$ cat src/common/obj_pkg.sv
package obj_pkg;

    // table and queue sizes
    localparam int SPR_COUNT    = 256;
    localparam int SPR_IDX_W    = 8;
    localparam int PRI_LEVELS   = 16;
    localparam int PRI_W        = 4;

    // sprite RAM mirror
    localparam int RAM_ADDR_W   = 13;
    localparam int RAM_DATA_W   = 16;

    // screen geometry
    localparam int LINE_W       = 9;
    localparam int VIS_WIDTH    = 320;
    localparam int X_WRAP_LIMIT = 384;  // above this x counts as negative

    // graphics port
    localparam int TILE_NUM_W   = 15;
    localparam int TILE_OFFS_W  = 16;
    localparam int SLICE_W      = 32;   // 8 pixels of 4 bits

    localparam int SIZE_W       = 4;
    localparam int PAL_W        = 6;
    localparam int PIX_W        = 14;   // priority, palette, colour code

    // attribute word 0
    localparam int ACTIVE_BIT   = 15;
    localparam int XFLIP_BIT    = 12;
    localparam int PRI_HI       = 11;
    localparam int PRI_LO       = 8;
    localparam int PAL_HI       = 7;
    localparam int PAL_LO       = 2;

    // attribute words 2 and 3, same layout for x and y
    localparam int POS_HI       = 15;
    localparam int POS_LO       = 7;
    localparam int SIZE_HI      = 3;
    localparam int SIZE_LO      = 0;

    typedef enum logic [2:0] {
        S_IDLE,
        S_SCAN,     // 3 cycles per sprite entry
        S_SEL,      // pick lowest pending priority level
        S_ATTR,     // fetch the four attribute words
        S_GFX,      // slice request on the graphics port
        S_DRAW      // wait for the 8 pixel writes
    } seq_state_t;

endpackage
$ cat src/source/obj_seq_ctrl.sv
module obj_seq_ctrl
    import obj_pkg::*;
(
    input  logic                    clk96_i,
    input  logic                    reset96_i,
    input  logic                    hb_i,
    input  logic                    vb_i,
    input  logic [LINE_W-1:0]       vrender_i,
    input  logic [RAM_DATA_W-1:0]   ram_data_a_i,
    input  logic [RAM_DATA_W-1:0]   ram_data_b_i,
    input  logic [LINE_W-1:0]       sprite_scroll_x_i,
    input  logic [LINE_W-1:0]       sprite_scroll_y_i,
    input  logic                    match_i,
    input  logic [PRI_W-1:0]        match_pri_i,
    input  logic                    q_empty_i,
    input  logic [PRI_W-1:0]        q_pri_i,
    input  logic [SPR_IDX_W:0]      q_count_i,
    input  logic [SPR_IDX_W-1:0]    q_sprite_i,
    input  logic                    gfx_ok_i,
    input  logic                    slice_done_i,
    output logic [RAM_ADDR_W-1:0]   ram_addr_a_o,
    output logic [RAM_ADDR_W-1:0]   ram_addr_b_o,
    output logic                    q_push_o,
    output logic [SPR_IDX_W-1:0]    q_sprite_o,
    output logic [PRI_W-1:0]        q_rd_pri_o,
    output logic [SPR_IDX_W:0]      q_rd_idx_o,
    output logic                    q_clear_o,
    output logic                    gfx_cs_o,
    output logic [TILE_NUM_W-1:0]   tile_num_o,
    output logic [TILE_OFFS_W-1:0]  tile_offs_o,
    output logic                    slice_load_o,
    output logic                    slice_xflip_o,
    output logic signed [LINE_W:0]  slice_x_o,
    output logic [PRI_W+PAL_W-1:0]  slice_attr_o
);

    seq_state_t             state;
    logic [2:0]             phase;
    logic                   hb_q, pending;
    logic [SPR_IDX_W-1:0]   spr;
    logic [SIZE_W-1:0]      col, size_x, scr_col;
    logic [LINE_W-1:0]      row, x_sum, y_sum;
    logic signed [LINE_W:0] x_base;
    logic [TILE_OFFS_W-1:0] tile_w, offs_n;

    assign x_sum = ram_data_a_i[POS_HI:POS_LO] + sprite_scroll_x_i;  // wraps at 512
    assign y_sum = ram_data_b_i[POS_HI:POS_LO] + sprite_scroll_y_i;

    // row of tiles down, line inside the tile, tile column across
    assign tile_w = TILE_OFFS_W'(size_x) + 1'b1;
    assign offs_n = ((TILE_OFFS_W'(row[LINE_W-1:3]) * tile_w) << 5)
                  + (TILE_OFFS_W'(row[2:0]) << 2) + (TILE_OFFS_W'(col) << 5);

    assign scr_col      = slice_xflip_o ? size_x - col : col;  // flipped sprites mirror columns
    assign slice_x_o    = x_base + $signed({3'b000, scr_col, 3'b000});
    assign slice_load_o = gfx_cs_o & gfx_ok_i;

    always_ff @(posedge clk96_i or posedge reset96_i) begin
        if (reset96_i) begin
            state <= S_IDLE;
            phase <= '0;
            hb_q <= 1'b0;
            pending <= 1'b0;
            spr <= '0;
            col <= '0;
            size_x <= '0;
            row <= '0;
            x_base <= '0;
            ram_addr_a_o <= '0;
            ram_addr_b_o <= '0;
            q_push_o <= 1'b0;
            q_sprite_o <= '0;
            q_rd_pri_o <= '0;
            q_rd_idx_o <= '0;
            q_clear_o <= 1'b0;
            gfx_cs_o <= 1'b0;
            tile_num_o <= '0;
            tile_offs_o <= '0;
            slice_xflip_o <= 1'b0;
            slice_attr_o <= '0;
        end else begin
            hb_q <= hb_i;
            q_push_o <= 1'b0;
            q_clear_o <= 1'b0;
            phase <= phase + 1'b1;
            case (state)
                S_IDLE: begin
                    phase <= '0;
                    if (pending) begin
                        pending <= 1'b0;
                        q_clear_o <= 1'b1;  // empty all levels for the new line
                        q_rd_idx_o <= '0;
                        spr <= '0;
                        state <= S_SCAN;
                    end
                end
                S_SCAN: begin
                    if (phase == 3'd0) begin
                        ram_addr_a_o <= RAM_ADDR_W'({spr, 2'b00});  // word 0
                        ram_addr_b_o <= RAM_ADDR_W'({spr, 2'b11});  // word 3
                    end else if (phase == 3'd2) begin
                        phase <= '0;
                        q_push_o <= match_i;
                        if (match_i) begin
                            q_sprite_o <= spr;
                            q_rd_pri_o <= match_pri_i;
                        end
                        if (spr == SPR_IDX_W'(SPR_COUNT - 1)) state <= S_SEL;
                        spr <= spr + 1'b1;
                    end
                end
                S_SEL: begin
                    if (phase == 3'd1) begin  // retired level has left the search by now
                        phase <= '0;
                        if (q_empty_i) begin
                            state <= S_IDLE;
                        end else begin
                            q_rd_pri_o <= q_pri_i;
                            q_rd_idx_o <= '0;
                            state <= S_ATTR;
                        end
                    end
                end
                S_ATTR: begin
                    case (phase)
                        3'd1: begin  // queue entry is out
                            ram_addr_a_o <= RAM_ADDR_W'({q_sprite_i, 2'b00});
                            ram_addr_b_o <= RAM_ADDR_W'({q_sprite_i, 2'b01});
                        end
                        3'd2: begin
                            ram_addr_a_o <= ram_addr_a_o + 2'd2;
                            ram_addr_b_o <= ram_addr_b_o + 2'd2;
                        end
                        3'd3: begin
                            slice_xflip_o <= ram_data_a_i[XFLIP_BIT];
                            slice_attr_o <= {ram_data_a_i[PRI_HI:PRI_LO],
                                             ram_data_a_i[PAL_HI:PAL_LO]};
                            tile_num_o <= ram_data_b_i[TILE_NUM_W-1:0];
                        end
                        3'd4: begin
                            size_x <= ram_data_a_i[SIZE_HI:SIZE_LO];
                            row <= vrender_i - y_sum;
                            if (x_sum > X_WRAP_LIMIT) x_base <= {1'b0, x_sum} - 10'd512;
                            else x_base <= {1'b0, x_sum};
                            col <= '0;
                            phase <= '0;
                            state <= S_GFX;
                        end
                        default: ;
                    endcase
                end
                S_GFX: begin
                    if (phase == 3'd0) begin
                        gfx_cs_o <= 1'b1;
                        tile_offs_o <= offs_n;
                    end else begin
                        phase <= 3'd1;  // hold the request until ok
                        if (gfx_ok_i) begin
                            gfx_cs_o <= 1'b0;
                            state <= S_DRAW;
                        end
                    end
                end
                S_DRAW: begin
                    phase <= '0;
                    if (slice_done_i) begin
                        if (col == size_x) begin
                            q_rd_idx_o <= q_rd_idx_o + 1'b1;
                            state <= (q_rd_idx_o + 1'b1 == q_count_i) ? S_SEL : S_ATTR;
                        end else begin
                            col <= col + 1'b1;
                            state <= S_GFX;
                        end
                    end
                end
                default: state <= S_IDLE;
            endcase
            if (hb_q && !hb_i && !vb_i) pending <= 1'b1;  // end of blank, waits while busy
        end
    end

    a_gfx_cs_held: assert property (@(posedge clk96_i) disable iff (reset96_i)
        $fell(gfx_cs_o) |-> $past(gfx_ok_i))
        else $error("gfx_cs_o dropped before gfx_ok_i");

    a_rd_idx_in_range: assert property (@(posedge clk96_i) disable iff (reset96_i)
        (state == S_ATTR && phase == 3'd0) |-> q_rd_idx_o < q_count_i)
        else $error("queue read index past level count");

endmodule

$ cat config.mk
export PLATFORM = sky130hd
export DESIGN_NAME = obj_seq_ctrl
export DESIGN_NICKNAME = d
export VERILOG_FILES = /design/src/common/obj_pkg.sv /design/src/source/obj_seq_ctrl.sv
export SDC_FILE = /design/constraint.sdc
export NUM_CORES = 1
export LEC_CHECK = 0
export ABC_AREA = 1
export BUFFER_PORTS_ARGS = -buffer_cell sky130_fd_sc_hd__clkbuf_2
export CORE_ASPECT_RATIO = 1.1
export CORE_MARGIN = 1.5
export CORE_UTILIZATION = 56
export DETAILED_ROUTE_END_ITERATION = 16
export HOLD_SLACK_MARGIN = 0.08
export PLACE_DENSITY = 0.89
export SYNTH_ARGS = -nofsm -noshare
export SYNTH_HDL_FRONTEND = slang
export SYNTH_SLANG_ARGS = --single-unit
$ cat constraint.sdc
create_clock -name clk96_i -period 5.3 [get_ports clk96_i]
set_input_delay 0.265 -clock clk96_i [delete_from_list [all_inputs] [get_ports clk96_i]]
set_output_delay 0.265 -clock clk96_i [all_outputs]
set_load 0.01 [all_outputs]
---- After elaboration in Yosys (flattened, before gate mapping) ----
Index checks and enable logic that the tools add are counted.
cells by class
  multiplexer cells ....................... 56
  add/sub/neg operators ................... 15
  bitwise operators ....................... 2
  eq/ne operators ......................... 27
  multiply operators ...................... 1
  magnitude comparators ................... 1
  reductions and logical operators ........ 25
operators by type and width
  kind                                                 count
  one-hot mux 13 bit (2 select lines)                  4
  two-way mux 3 bit                                    15
  two-way mux 9 bit                                    5
  two-way mux 4 bit                                    9
  inequality test 2 bit, second input constant         14
  one-hot mux 9 bit (3 select lines)                   1
  adder 13 x 2 -> 13 bit, second input constant        2
  two-way mux 13 bit                                   2
  two-way mux 8 bit                                    3
  adder 9 bit                                          2
  one-hot mux 3 bit (6 select lines)                   1
  adder 16 x 5 -> 16 bit                               1
  adder 16 x 9 -> 16 bit                               1
  one-hot mux 4 bit (2 select lines)                   2
  one-hot mux 8 bit (2 select lines)                   1
  one-hot mux 3 bit (5 select lines)                   1
  equality test 3 x 2 -> 1 bit, second input constant  4
  AND reduction 4 bit                                  3
  AND reduction 6 bit                                  2
  nonzero test 2 bit                                   6
  multiplier 6 x 5 -> 11 bit                           1
  adder 10 x 8 -> 10 bit                               1
  two-way mux 1 bit                                    10
  two-way mux 10 bit                                   1
  other kinds (26)                                     35
storage, ports and cells
  register bits after elaboration ......... 135
  word-level logic and storage cells ...... 148
  output and inout port bits .............. 103

---- Depth between registers and ports, before layout ----
Gate-level depths: netlist of the first run.
  depth in word-level cells ............... 6
  gate-level depth with buffers ........... 22
  mapped depth without buffers ............ 22

---- Worst setup path before layout of the first run ----
No wires, ideal clock.
  path type ............................... register -> register
  start point ............................. reg size_x[0]
  end point ............................... reg tile_offs_o[13]
  library setup time ...................... 0.136 ns
  buffers on the path ..................... 0
  arrival ................................. 3.899 ns
  path slack .............................. 1.264 ns
  cell stages (with the launch flop) ...... 18
  cell sequence ........................... dfrtp_1 > ha_1 > xor2_1 > inv_1 > nor2_1 > fa_1 > fa_1 > inv_1 > fa_1 > inv_1 > ha_1 > a21oi_1 > nand2_1 > xor2_1 > nand2_1 > nor2_1 > xor2_1 > o21ai_0
on the way
  word-level cells in the longest chain between the ends .. 4
ends and longest elaborated chain
  what                        line                 RTL
  start: declaration          obj_seq_ctrl.sv:41   logic [SIZE_W-1:0] col, size_x, scr_col;
  start signal: assignment    obj_seq_ctrl.sv:141  size_x <= ram_data_a_i[SIZE_HI:SIZE_LO];
  adder 4 x 1 -> 5 bit        obj_seq_ctrl.sv:50   assign tile_w = TILE_OFFS_W'(size_x) + 1'b1;
  multiplier 6 x 5 -> 11 bit  obj_seq_ctrl.sv:51   assign offs_n = ((TILE_OFFS_W'(row[LINE_W-1:3]) * tile_w) << 5)
  adder 16 x 5 -> 16 bit      obj_seq_ctrl.sv:52   + (TILE_OFFS_W'(row[2:0]) << 2) + (TILE_OFFS_W'(col) << 5);
  adder 16 x 9 -> 16 bit      obj_seq_ctrl.sv:52
  end signal: assignment      obj_seq_ctrl.sv:155  tile_offs_o <= offs_n;
  end: declaration            obj_seq_ctrl.sv:30   output logic [TILE_OFFS_W-1:0] tile_offs_o,
No other way between the ends.
A chain may end at the register's enable or synchronous reset.

---- Worst setup path in the final report of the first run ----
Ends and elaborated chain as after synthesis.

==> out/metrics.json, run 1 <==
{
  "worst_setup_path": {
    "critical_path_peak_fanout": 6,
    "reg2reg_slack_ns": 0.95,
    "critical_path.cell_chain": "ha_1 > xor2_1 > inv_1 > nor2_1 > fa_1 > fa_1 > inv_1 > fa_1 > inv_1 > ha_1 > a21oi_1 > nand2_1 > xor2_1 > nand2_1 > nor2_1 > xor2_1 > o21ai_0",
    "critical_path.max_stage_delay_ns": 0.54,
    "timing.critical_path.max_delay_family": "adder cells",
    "crit_start": "size_x[0]",
    "worst_r2r_path_depth": 17,
    "timing.critical_path.buf_inv": 3,
    "cp_data_required_time_ns": 5.57,
    "crit_arrival_ns": 4.62,
    "timing.rr.end": "tile_offs_o[13]",
    "critPathLaunchType": "flip-flop",
    "r2r_start": "size_x[0]",
    "timing.setup.critical_path_class": "flip-flop to flip-flop",
    "cp-end-kind": "flip-flop",
    "crit_path_top_delay_cell": "fa_1"
  },
  "yosys": {
    "yosys.area.top_type_share_pct": 37.3,
    "synth_top_cells_by_area": "dfrtp_1 (37%), nand2_1 (11%), ha_1 (8.3%)",
    "asyncSetResetFlopFracSynth_pct": 100,
    "most_common_cell_in_the_netlist": "nand2_1",
    "synth-main-ff-cell": "dfrtp_1",
    "synthesis.yosys.warnings": 0,
    "synth.top_cells.by_count": "nand2_1 (261), inv_1 (161), dfrtp_1 (132)",
    "synth_top_area_cell": "dfrtp_1",
    "synth.yosys.seq_area_share_pct": 37.3,
    "syn_area_sq_um": 8860,
    "synth-edff-count": 0,
    "synth_cell_type_count": 51,
    "ys_seq_elements": 132,
    "syn_avg_cell_area_sq_um": 8.04,
    "synthCells": 1102
  },
  "global_routing": {
    "grt_remaining_overflow": 0,
    "antenna_found_initial": 0,
    "first_pass_grt_wire_length_mm": 35.3,
    "grt_use_total_pct": 26.8,
    "pin_count_of_the_biggest_net_entering_global_routing": 97,
    "first_global_vias": 7798
  },
  "sta": {
    "final.min_clock_period_ns": 4.35,
    "rsz_0062_raised_after_global_routing": "false",
    "timing_worst_slew_pin_value_ns": 0.934,
    "max_slew_margin_pct": 37.5,
    "finalCritPeriodShare_pct": 82.0,
    "hold_fails_final_rpt": 0,
    "timing.clock.skew_ns": 0.00906,
    "finalMaxSlewViolations": 0,
    "setup_viol": 0,
    "totalNegativeSetupSlack_ns": 0,
    "timing.final.ws_setup_ns": 0.952,
    "max_freq_mhz": 230
  },
  "clocking": {
    "clock_tree.htree_level_count": 4,
    "clock_latency_at_the_later_pin_of_the_worst_skew_pair_ns": 0.42,
    "postCtsResizedCells": 0,
    "cts.sink_count": 132,
    "clock_tree.root_cell": "clkbuf_16",
    "clock_tree_from_tritoncts": "built",
    "cts_post_setup_buffers_inserted": 0,
    "clk_pin_slew_worst_paths_ns": 0.06,
    "ctsHoldBuffers": 15,
    "cts_inserted_buffers": 17,
    "clock_path_buffers": 2
  },
  "drt": {
    "routedWlPerCell_um": 14.0,
    "drtAntennaViolNets": 0,
    "routed_wire_length_mm": 21.3,
    "vias": 8130,
    "detail_route.iter0.violations": 477,
    "route.detailed.vias_per_inst": 5.35,
    "drt_pre_antenna_iters": 6,
    "drt_drc_violations_left": 0
  },
  "placed_design": {
    "gp_routability_congestion": 0.918,
    "post-place-ws_ns": 0.975,
    "buffers_added_on_ports": 191,
    "numPlacedInstances": 1474,
    "post-dp-hpwl_mm": 15.9
  },
  "cells_and_area": {
    "syn_to_final_growth_pct": 20.8,
    "finish.cell_count_without_fillers": 1521,
    "layout-drive-gt1-share_pct": 21.7,
    "antenna-diode-count": 0,
    "nNetsFinal": 1483
  },
  "worst_hold_path": {
    "worst_hold_path_type": "primary input to flip-flop",
    "hp-start": "q_pri_i[1]",
    "hold-path-endpoint": "q_rd_pri_o[1]",
    "timing.hold.worst_path_depth": 3
  },
  "floorplan": {
    "pin_count": 195,
    "die_width_um": 123,
    "fp.dieH_um": 135,
    "fp.coreArea_sq_um": 15600,
    "die_area_sq_um": 16600,
    "initial_utilization_pct": 57.0,
    "placement_rows": 48
  },
  "job": {
    "cap_violations": 0
  },
  "run_status": {
    "status": "finished, final reports clean"
  },
  "pwr": {
    "power.net_switching_w": 0.00273,
    "fraction_of_power_consumed_by_combinational_cells_pct": 54.6,
    "swShare_pct": 45.1,
    "cell_internal_pwr_w": 0.00331,
    "leakage_nw": 5.72,
    "vdd.ir_drop.worst_uv": 287,
    "power_frac_seq_pct": 25.6,
    "clock_power_share_pct": 19.9,
    "power.density_cell_area_nw_per_um2": 565
  }
}
==> worst register-to-register path, cell delays in order, from the launching register on <==
cell and delay, ns:
dfrtp_1 0.45, ha_1 0.25, xor2_1 0.20, inv_1 0.13, nor2_1 0.13, fa_1 0.45
fa_1 0.54, inv_1 0.05, fa_1 0.53, inv_1 0.04, ha_1 0.35, a21oi_1 0.21
nand2_1 0.10, xor2_1 0.21, nand2_1 0.10, nor2_1 0.21, xor2_1 0.16, o21ai_0 0.08
==> layout make-up <==
class	instances	area, sq um
multi-input cells	777	4770
inverters	171	653
repair buffers	209	1130
clock buffers	20	437
well taps	200	250
clock inverters	12	155
flip-flops and latches	132	3300
fillers	1213	4850
==> state kept, by name, summed over array words and instances (netlist names), 4 cells and up <==
signal        flops
spr               8
q_rd_idx_o        9
tile_num_o       15
x_base           10
size_x            4
q_sprite_o        8
slice_attr_o     10
row               9
q_rd_pri_o        4
col               4
ram_addr_a_o     12
tile_offs_o      14
ram_addr_b_o     13
==> through the flow <==
step | hold slack, ns | total power [W] | util (%) | area (sq um)
after CTS | 0.0819 | 0.00607 | 68.8 | 10700
after detailed placement | 0.400 | 0.00484 | 64.0 | 9960
after global routing | 0.0899 | 0.00662 | 68.8 | 10700
after floorplan | 0.296 | 0.00397 | - | 8870
final | 0.0920 | 0.00604 | 68.8 | 10700
after global placement | 0.391 | 0.00472 | 64.0 | 9960
==> power groups by stage <==
stage | clock network (W) | logic [W] | registers (W)
2_1_floorplan | 0 | 0.00238 | 0.00159
3_3_place_gp | 0 | 0.00318 | 0.00154
3_5_place_dp | 0 | 0.00328 | 0.00155
4_1_cts | 0.00121 | 0.00331 | 0.00154
5_1_grt | 0.00126 | 0.00378 | 0.00158
6_report | 0.00120 | 0.00330 | 0.00155
==> cells in the final DEF (no fill, tap or decap), types with 4 or more instances in the layout <==
master / instances
nand2_1: 261
clkbuf_2: 191
inv_1: 160
dfrtp_1: 132
nor2_1: 81
o21ai_0: 81
nand3_1: 63
ha_1: 59
a21oi_1: 38
fa_1: 24
xor2_1: 21
clkbuf_16: 17
mux2_2: 16
dlygate4sd3_1: 15
o22ai_1: 14
nand4_1: 11
xnor2_1: 11
or2_2: 10
a31oi_1: 8
nand3b_1: 8
o21ai_1: 8
nand2_2: 7
inv_2: 6
clkinv_2: 6
a22oi_1: 6
a32oi_1: 6
nor3_1: 5
nor2_4: 4
o21bai_1: 4
o211ai_1: 4
==> routing by layer <==
layer | part of all wire, % | track usage [%] | vias up | routed length, um
met5 | 0 | 0 | - | 0
met4 | 1.8 | 9.11 | 0 | 390
met3 | 6.6 | 6.12 | 34 | 1400
met1 | 41 | 32.3 | 3807 | 8830
met2 | 50 | 46.7 | 304 | 10700
li1 | - | - | 3985 | -
==> worst max path at each step <==
stage                       to  depth (start not counted)
5_1_grt        tile_offs_o[14]                         19
6_report       tile_offs_o[13]                         17
2_1_floorplan  tile_offs_o[13]                         17
4_1_cts        tile_offs_o[13]                         17
3_3_place_gp   tile_offs_o[13]                         17
3_5_place_dp   tile_offs_o[13]                         17
==> cells by family (layout without fill, tap and decap cells) <==
group	after synthesis	in the layout	share of synthesized area, %
flops	132	132	37.3
mux	16	16	2.03
compound gates	181	181	11.8
simple gates	462	462	23.0
other cells	1	3	0.0423
fa+ha+maj	83	83	13.8
buf+inv	195	412	8.91
xor+xnor	32	32	3.16
Power figures use the tool's default switching activity.
==> run 2: changes to the inputs <==
- CORE_UTILIZATION: 56 -> 50
- PLACE_DENSITY: 0.89 -> 0.84
- clock period: 5.3 -> 3.9 ns (I/O delays scaled with it)
==> out/metrics.json, run 2 (synthesis results as in run 1) <==
{
  "sta": {
    "finalCritPeriodShare": {"value": 101, "unit": "%", "change": "was 82.0%"},
    "max_slew_margin": {"value": 33.6, "unit": "%", "change": "was 37.5%"},
    "timing_worst_slew_pin_value": {"value": 0.996, "unit": "ns", "change": "was 0.934 ns"},
    "timing.clock.skew": {"value": 0.0100, "unit": "ns", "change": "was 0.00906 ns"},
    "setup_viol": {"value": 3, "change": "was 0"},
    "totalNegativeSetupSlack": {"value": -0.0961, "unit": "ns", "change": "was 0 ns"},
    "timing.final.ws_setup": {"value": -0.0401, "unit": "ns", "change": "was 0.952 ns"},
    "rsz_0062_raised_after_global_routing": {"value": "true", "change": "was false"},
    "hold_fails_final_rpt": {"value": 0, "change": "unchanged"},
    "finalMaxSlewViolations": {"value": 0, "change": "unchanged"},
    "max_freq": {"value": 254, "unit": "MHz", "change": "was 230 MHz"},
    "final.min_clock_period": {"value": 3.94, "unit": "ns", "change": "was 4.35 ns"}
  },
  "worst_setup_path": {
    "timing.rr.end": {"value": "tile_offs_o[13]", "change": "unchanged"},
    "cp-end-kind": {"value": "flip-flop", "change": "unchanged"},
    "crit_start": {"value": "size_x[0]", "change": "unchanged"},
    "cp_data_required_time": {"value": 4.18, "unit": "ns", "change": "was 5.57 ns"},
    "timing.setup.critical_path_class": {"value": "flip-flop to flip-flop", "change": "unchanged"},
    "critical_path_peak_fanout": {"value": 4, "change": "was 6"},
    "worst_r2r_path_depth": {"value": 17, "change": "unchanged"},
    "r2r_start": {"value": "size_x[0]", "change": "unchanged"},
    "reg2reg_slack": {"value": -0.04, "unit": "ns", "change": "was 0.95 ns"},
    "crit_arrival": {"value": 4.22, "unit": "ns", "change": "was 4.62 ns"},
    "critPathLaunchType": {"value": "flip-flop", "change": "unchanged"}
  },
  "pwr": {
    "swShare": {"value": 46.6, "unit": "%", "change": "was 45.1%"},
    "clock_power_share": {"value": 16.9, "unit": "%", "change": "was 19.9%"},
    "power_frac_seq": {"value": 22.7, "unit": "%", "change": "was 25.6%"},
    "power.density_cell_area": {"value": 816, "unit": "nW/um^2", "change": "was 565 nW/um^2"},
    "vdd.ir_drop.worst": {"value": 525, "unit": "uV", "change": "was 287 uV"},
    "power.net_switching": {"value": 0.00431, "unit": "W", "change": "was 0.00273 W"},
    "fraction_of_power_consumed_by_combinational_cells": {"value": 60.4, "unit": "%", "change": "was 54.6%"},
    "finalPower": {"value": 0.00926, "unit": "W", "change": "was 0.00604 W"},
    "leakage": {"value": 5.93, "unit": "nW", "change": "was 5.72 nW"},
    "cell_internal_pwr": {"value": 0.00495, "unit": "W", "change": "was 0.00331 W"}
  },
  "worst_hold_path": {
    "worst_hold_path_type": {"value": "primary input to flip-flop", "change": "unchanged"},
    "hp-start": {"value": "q_sprite_i[2]", "change": "was q_pri_i[1]"},
    "hold-path-endpoint": {"value": "ram_addr_b_o[4]", "change": "was q_rd_pri_o[1]"},
    "timing.hold.worst_path_depth": {"value": 3, "change": "unchanged"}
  },
  "clocking": {
    "clk_pin_slew_worst_paths": {"value": 0.06, "unit": "ns", "change": "about the same"},
    "clock_latency_at_the_later_pin_of_the_worst_skew_pair": {"value": 0.42, "unit": "ns", "change": "about the same"},
    "clock_tree.root_cell": {"value": "clkbuf_16", "change": "unchanged"},
    "cts.sink_count": {"value": 132, "change": "unchanged"},
    "clock_tree.htree_level_count": {"value": 4, "change": "unchanged"},
    "clock_path_buffers": {"value": 2, "change": "unchanged"},
    "clock_tree_from_tritoncts": {"value": "built", "change": "unchanged"},
    "cts_inserted_buffers": {"value": 17, "change": "unchanged"}
  },
  "placed_design": {
    "post-place-ws": {"value": -0.248, "unit": "ns", "change": "was 0.975 ns"},
    "place_area": {"value": 10200, "unit": "sq um", "change": "was 9960 sq um"},
    "buffers_added_on_ports": {"value": 191, "change": "unchanged"},
    "gp_routability_congestion": {"value": 0.872, "change": "was 0.918"},
    "post-dp-hpwl": {"value": 16.5, "unit": "mm", "change": "was 15.9 mm"}
  },
  "global_routing": {
    "grt_use_total": {"value": 25.7, "unit": "%", "change": "was 26.8%"},
    "first_pass_grt_wire_length": {"value": 38.0, "unit": "mm", "change": "was 35.3 mm"},
    "grt_remaining_overflow": {"value": 0, "change": "unchanged"},
    "pin_count_of_the_biggest_net_entering_global_routing": {"value": 108, "change": "was 97"},
    "antenna_found_initial": {"value": 0, "change": "unchanged"},
    "first_global_vias": {"value": 8335, "change": "was 7798"}
  },
  "cells_and_area": {
    "syn_to_final_growth": {"value": 28.2, "unit": "%", "change": "was 20.8%"},
    "final_core_utilization": {"value": 66.0, "unit": "%", "change": "was 68.8%"},
    "top_regs": {"value": "tile_num_o (15), tile_offs_o (14), ram_addr_b_o (13)", "change": "unchanged"},
    "largest_register_ff_count": {"value": 15, "change": "unchanged"},
    "filler_cell_count": {"value": 1382, "change": "was 1213"},
    "antenna-diode-count": {"value": 0, "change": "unchanged"},
    "final_instance_area": {"value": 11400, "unit": "sq um", "change": "was 10700 sq um"},
    "mostFrequentLayoutCells": {"value": "nand2_1 (252), clkbuf_2 (191), inv_1 (157), dfrtp_1 (130), o21ai_0 (79)", "change": "was nand2_1 (261), clkbuf_2 (191), inv_1 (160), dfrtp_1 (132)"},
    "final_common_cell": {"value": "nand2_1", "change": "unchanged"},
    "layout-drive-gt1-share": {"value": 25.4, "unit": "%", "change": "was 21.7%"},
    "nNetsFinal": {"value": 1528, "change": "was 1483"},
    "registers.top_by_ff_count": {"value": "tile_num_o", "change": "unchanged"}
  },
  "run_status": {
    "status": {"value": "finished with violations", "change": "was finished, final reports clean"},
    "violations": "setup timing"
  },
  "drt": {
    "detail_route.iter0.violations": {"value": 443, "change": "was 477"},
    "route.detailed.vias_per_inst": {"value": 5.21, "change": "was 5.35"},
    "drt_pre_antenna_iters": {"value": 5, "change": "was 6"},
    "drt_drc_violations_left": {"value": 0, "change": "unchanged"},
    "routedWlPerCell": {"value": 14.5, "unit": "um", "change": "was 14.0 um"},
    "vias": {"value": 8332, "change": "was 8130"},
    "drtAntennaViolNets": {"value": 0, "change": "unchanged"},
    "routed_wire_length": {"value": 23.3, "unit": "mm", "change": "was 21.3 mm"}
  },
  "floorplan": {
    "fp.coreArea": {"value": 17200, "unit": "sq um", "change": "was 15600 sq um"},
    "pin_count": {"value": 195, "change": "unchanged"},
    "fp.dieH": {"value": 143, "unit": "um", "change": "was 135 um"},
    "die_area": {"value": 18500, "unit": "sq um", "change": "was 16600 sq um"},
    "placement_rows": {"value": 50, "change": "was 48"},
    "die_width": {"value": 130, "unit": "um", "change": "was 123 um"},
    "initial_utilization": {"value": 51.5, "unit": "%", "change": "was 57.0%"}
  },
  "job": {
    "cap_violations": {"value": 0, "change": "unchanged"}
  }
}
==> run 2: cell count changes in the layout (fill, tap and decap cells not counted), moves of 5 or more <==
cell	before	now
dlygate4sd3_1	15	39
buf_4	3	22
nand2_2	7	14
ha_4	0	6
inv_6	3	8
nand2_1	261	252
ha_1	59	53
nor2_1	81	74
==> run 2: power groups by stage <==
stage	sequential, W	combinational [W]	clock [W]
floorplan	0.00216	0.00336	0
global placement	0.00209	0.00468	0
detailed placement	0.00211	0.00485	0
CTS	0.00209	0.00517	0.00159
global route	0.00215	0.00629	0.00165
finish	0.00211	0.00560	0.00156
==> run 2: layout make-up <==
type / count / area (sq um) / share of cell area (%)
clock buffers: 18 / 429 / 3.78
repair buffers: 254 / 1530 / 13.5
well taps: 234 / 293 / 2.58
clock inverters: 14 / 141 / 1.24
inverters: 171 / 653 / 5.75
multi-input cells: 777 / 5000 / 44.0
flip-flops and latches: 132 / 3310 / 29.1
==> run 2: stage by stage <==
stage                     instances  hold WS (ns)
after floorplan                1104         0.226
after global placement         1525         0.321
after detailed placement       1525         0.329
after CTS                      1600        0.0804
after global routing           1600         0.107
final                          1600        0.0985
==> run 2: critical path, stage by stage (launching register included) <==
cell and delay, ns:
dfrtp_2 0.44, ha_4 0.19, xor2_4 0.17, buf_6 0.13, nand2_4 0.04, fa_1 0.52, fa_1 0.43, fa_1 0.54
inv_2 0.05, ha_4 0.30, nand3_1 0.15, nand3b_1 0.17, nand2_4 0.09, nor2_4 0.13, nand2_2 0.08, nor2_4 0.14
xor2_1 0.17, o21ai_1 0.07
==> run 2: timing repair <==
action,4_1_cts,5_1_grt
setup endpoints to repair,6,6
hold buffers,39,0
setup buffers,4,0
resized for setup,22,26
endpoints found under the hold margin,142,0
pin swaps,24,9
==> run 2: layer usage <==
layer	part of all wire [%]	global-route usage (%)
met4	2.3	8.77
met1	40	29.0
met2	51	46.7
met5	0	0
met3	6.5	6.37
==> run 2: worst max-delay path by stage <==
stage	end	slack [ns]	cells past startpoint
finish	tile_offs_o[13]	-0.04	17
global route	tile_offs_o[13]	-0.20	18
CTS	tile_offs_o[13]	-0.02	18
detailed placement	tile_offs_o[13]	-0.25	19
global placement	tile_offs_o[13]	-0.08	19
floorplan	tile_offs_o[13]	0.02	17
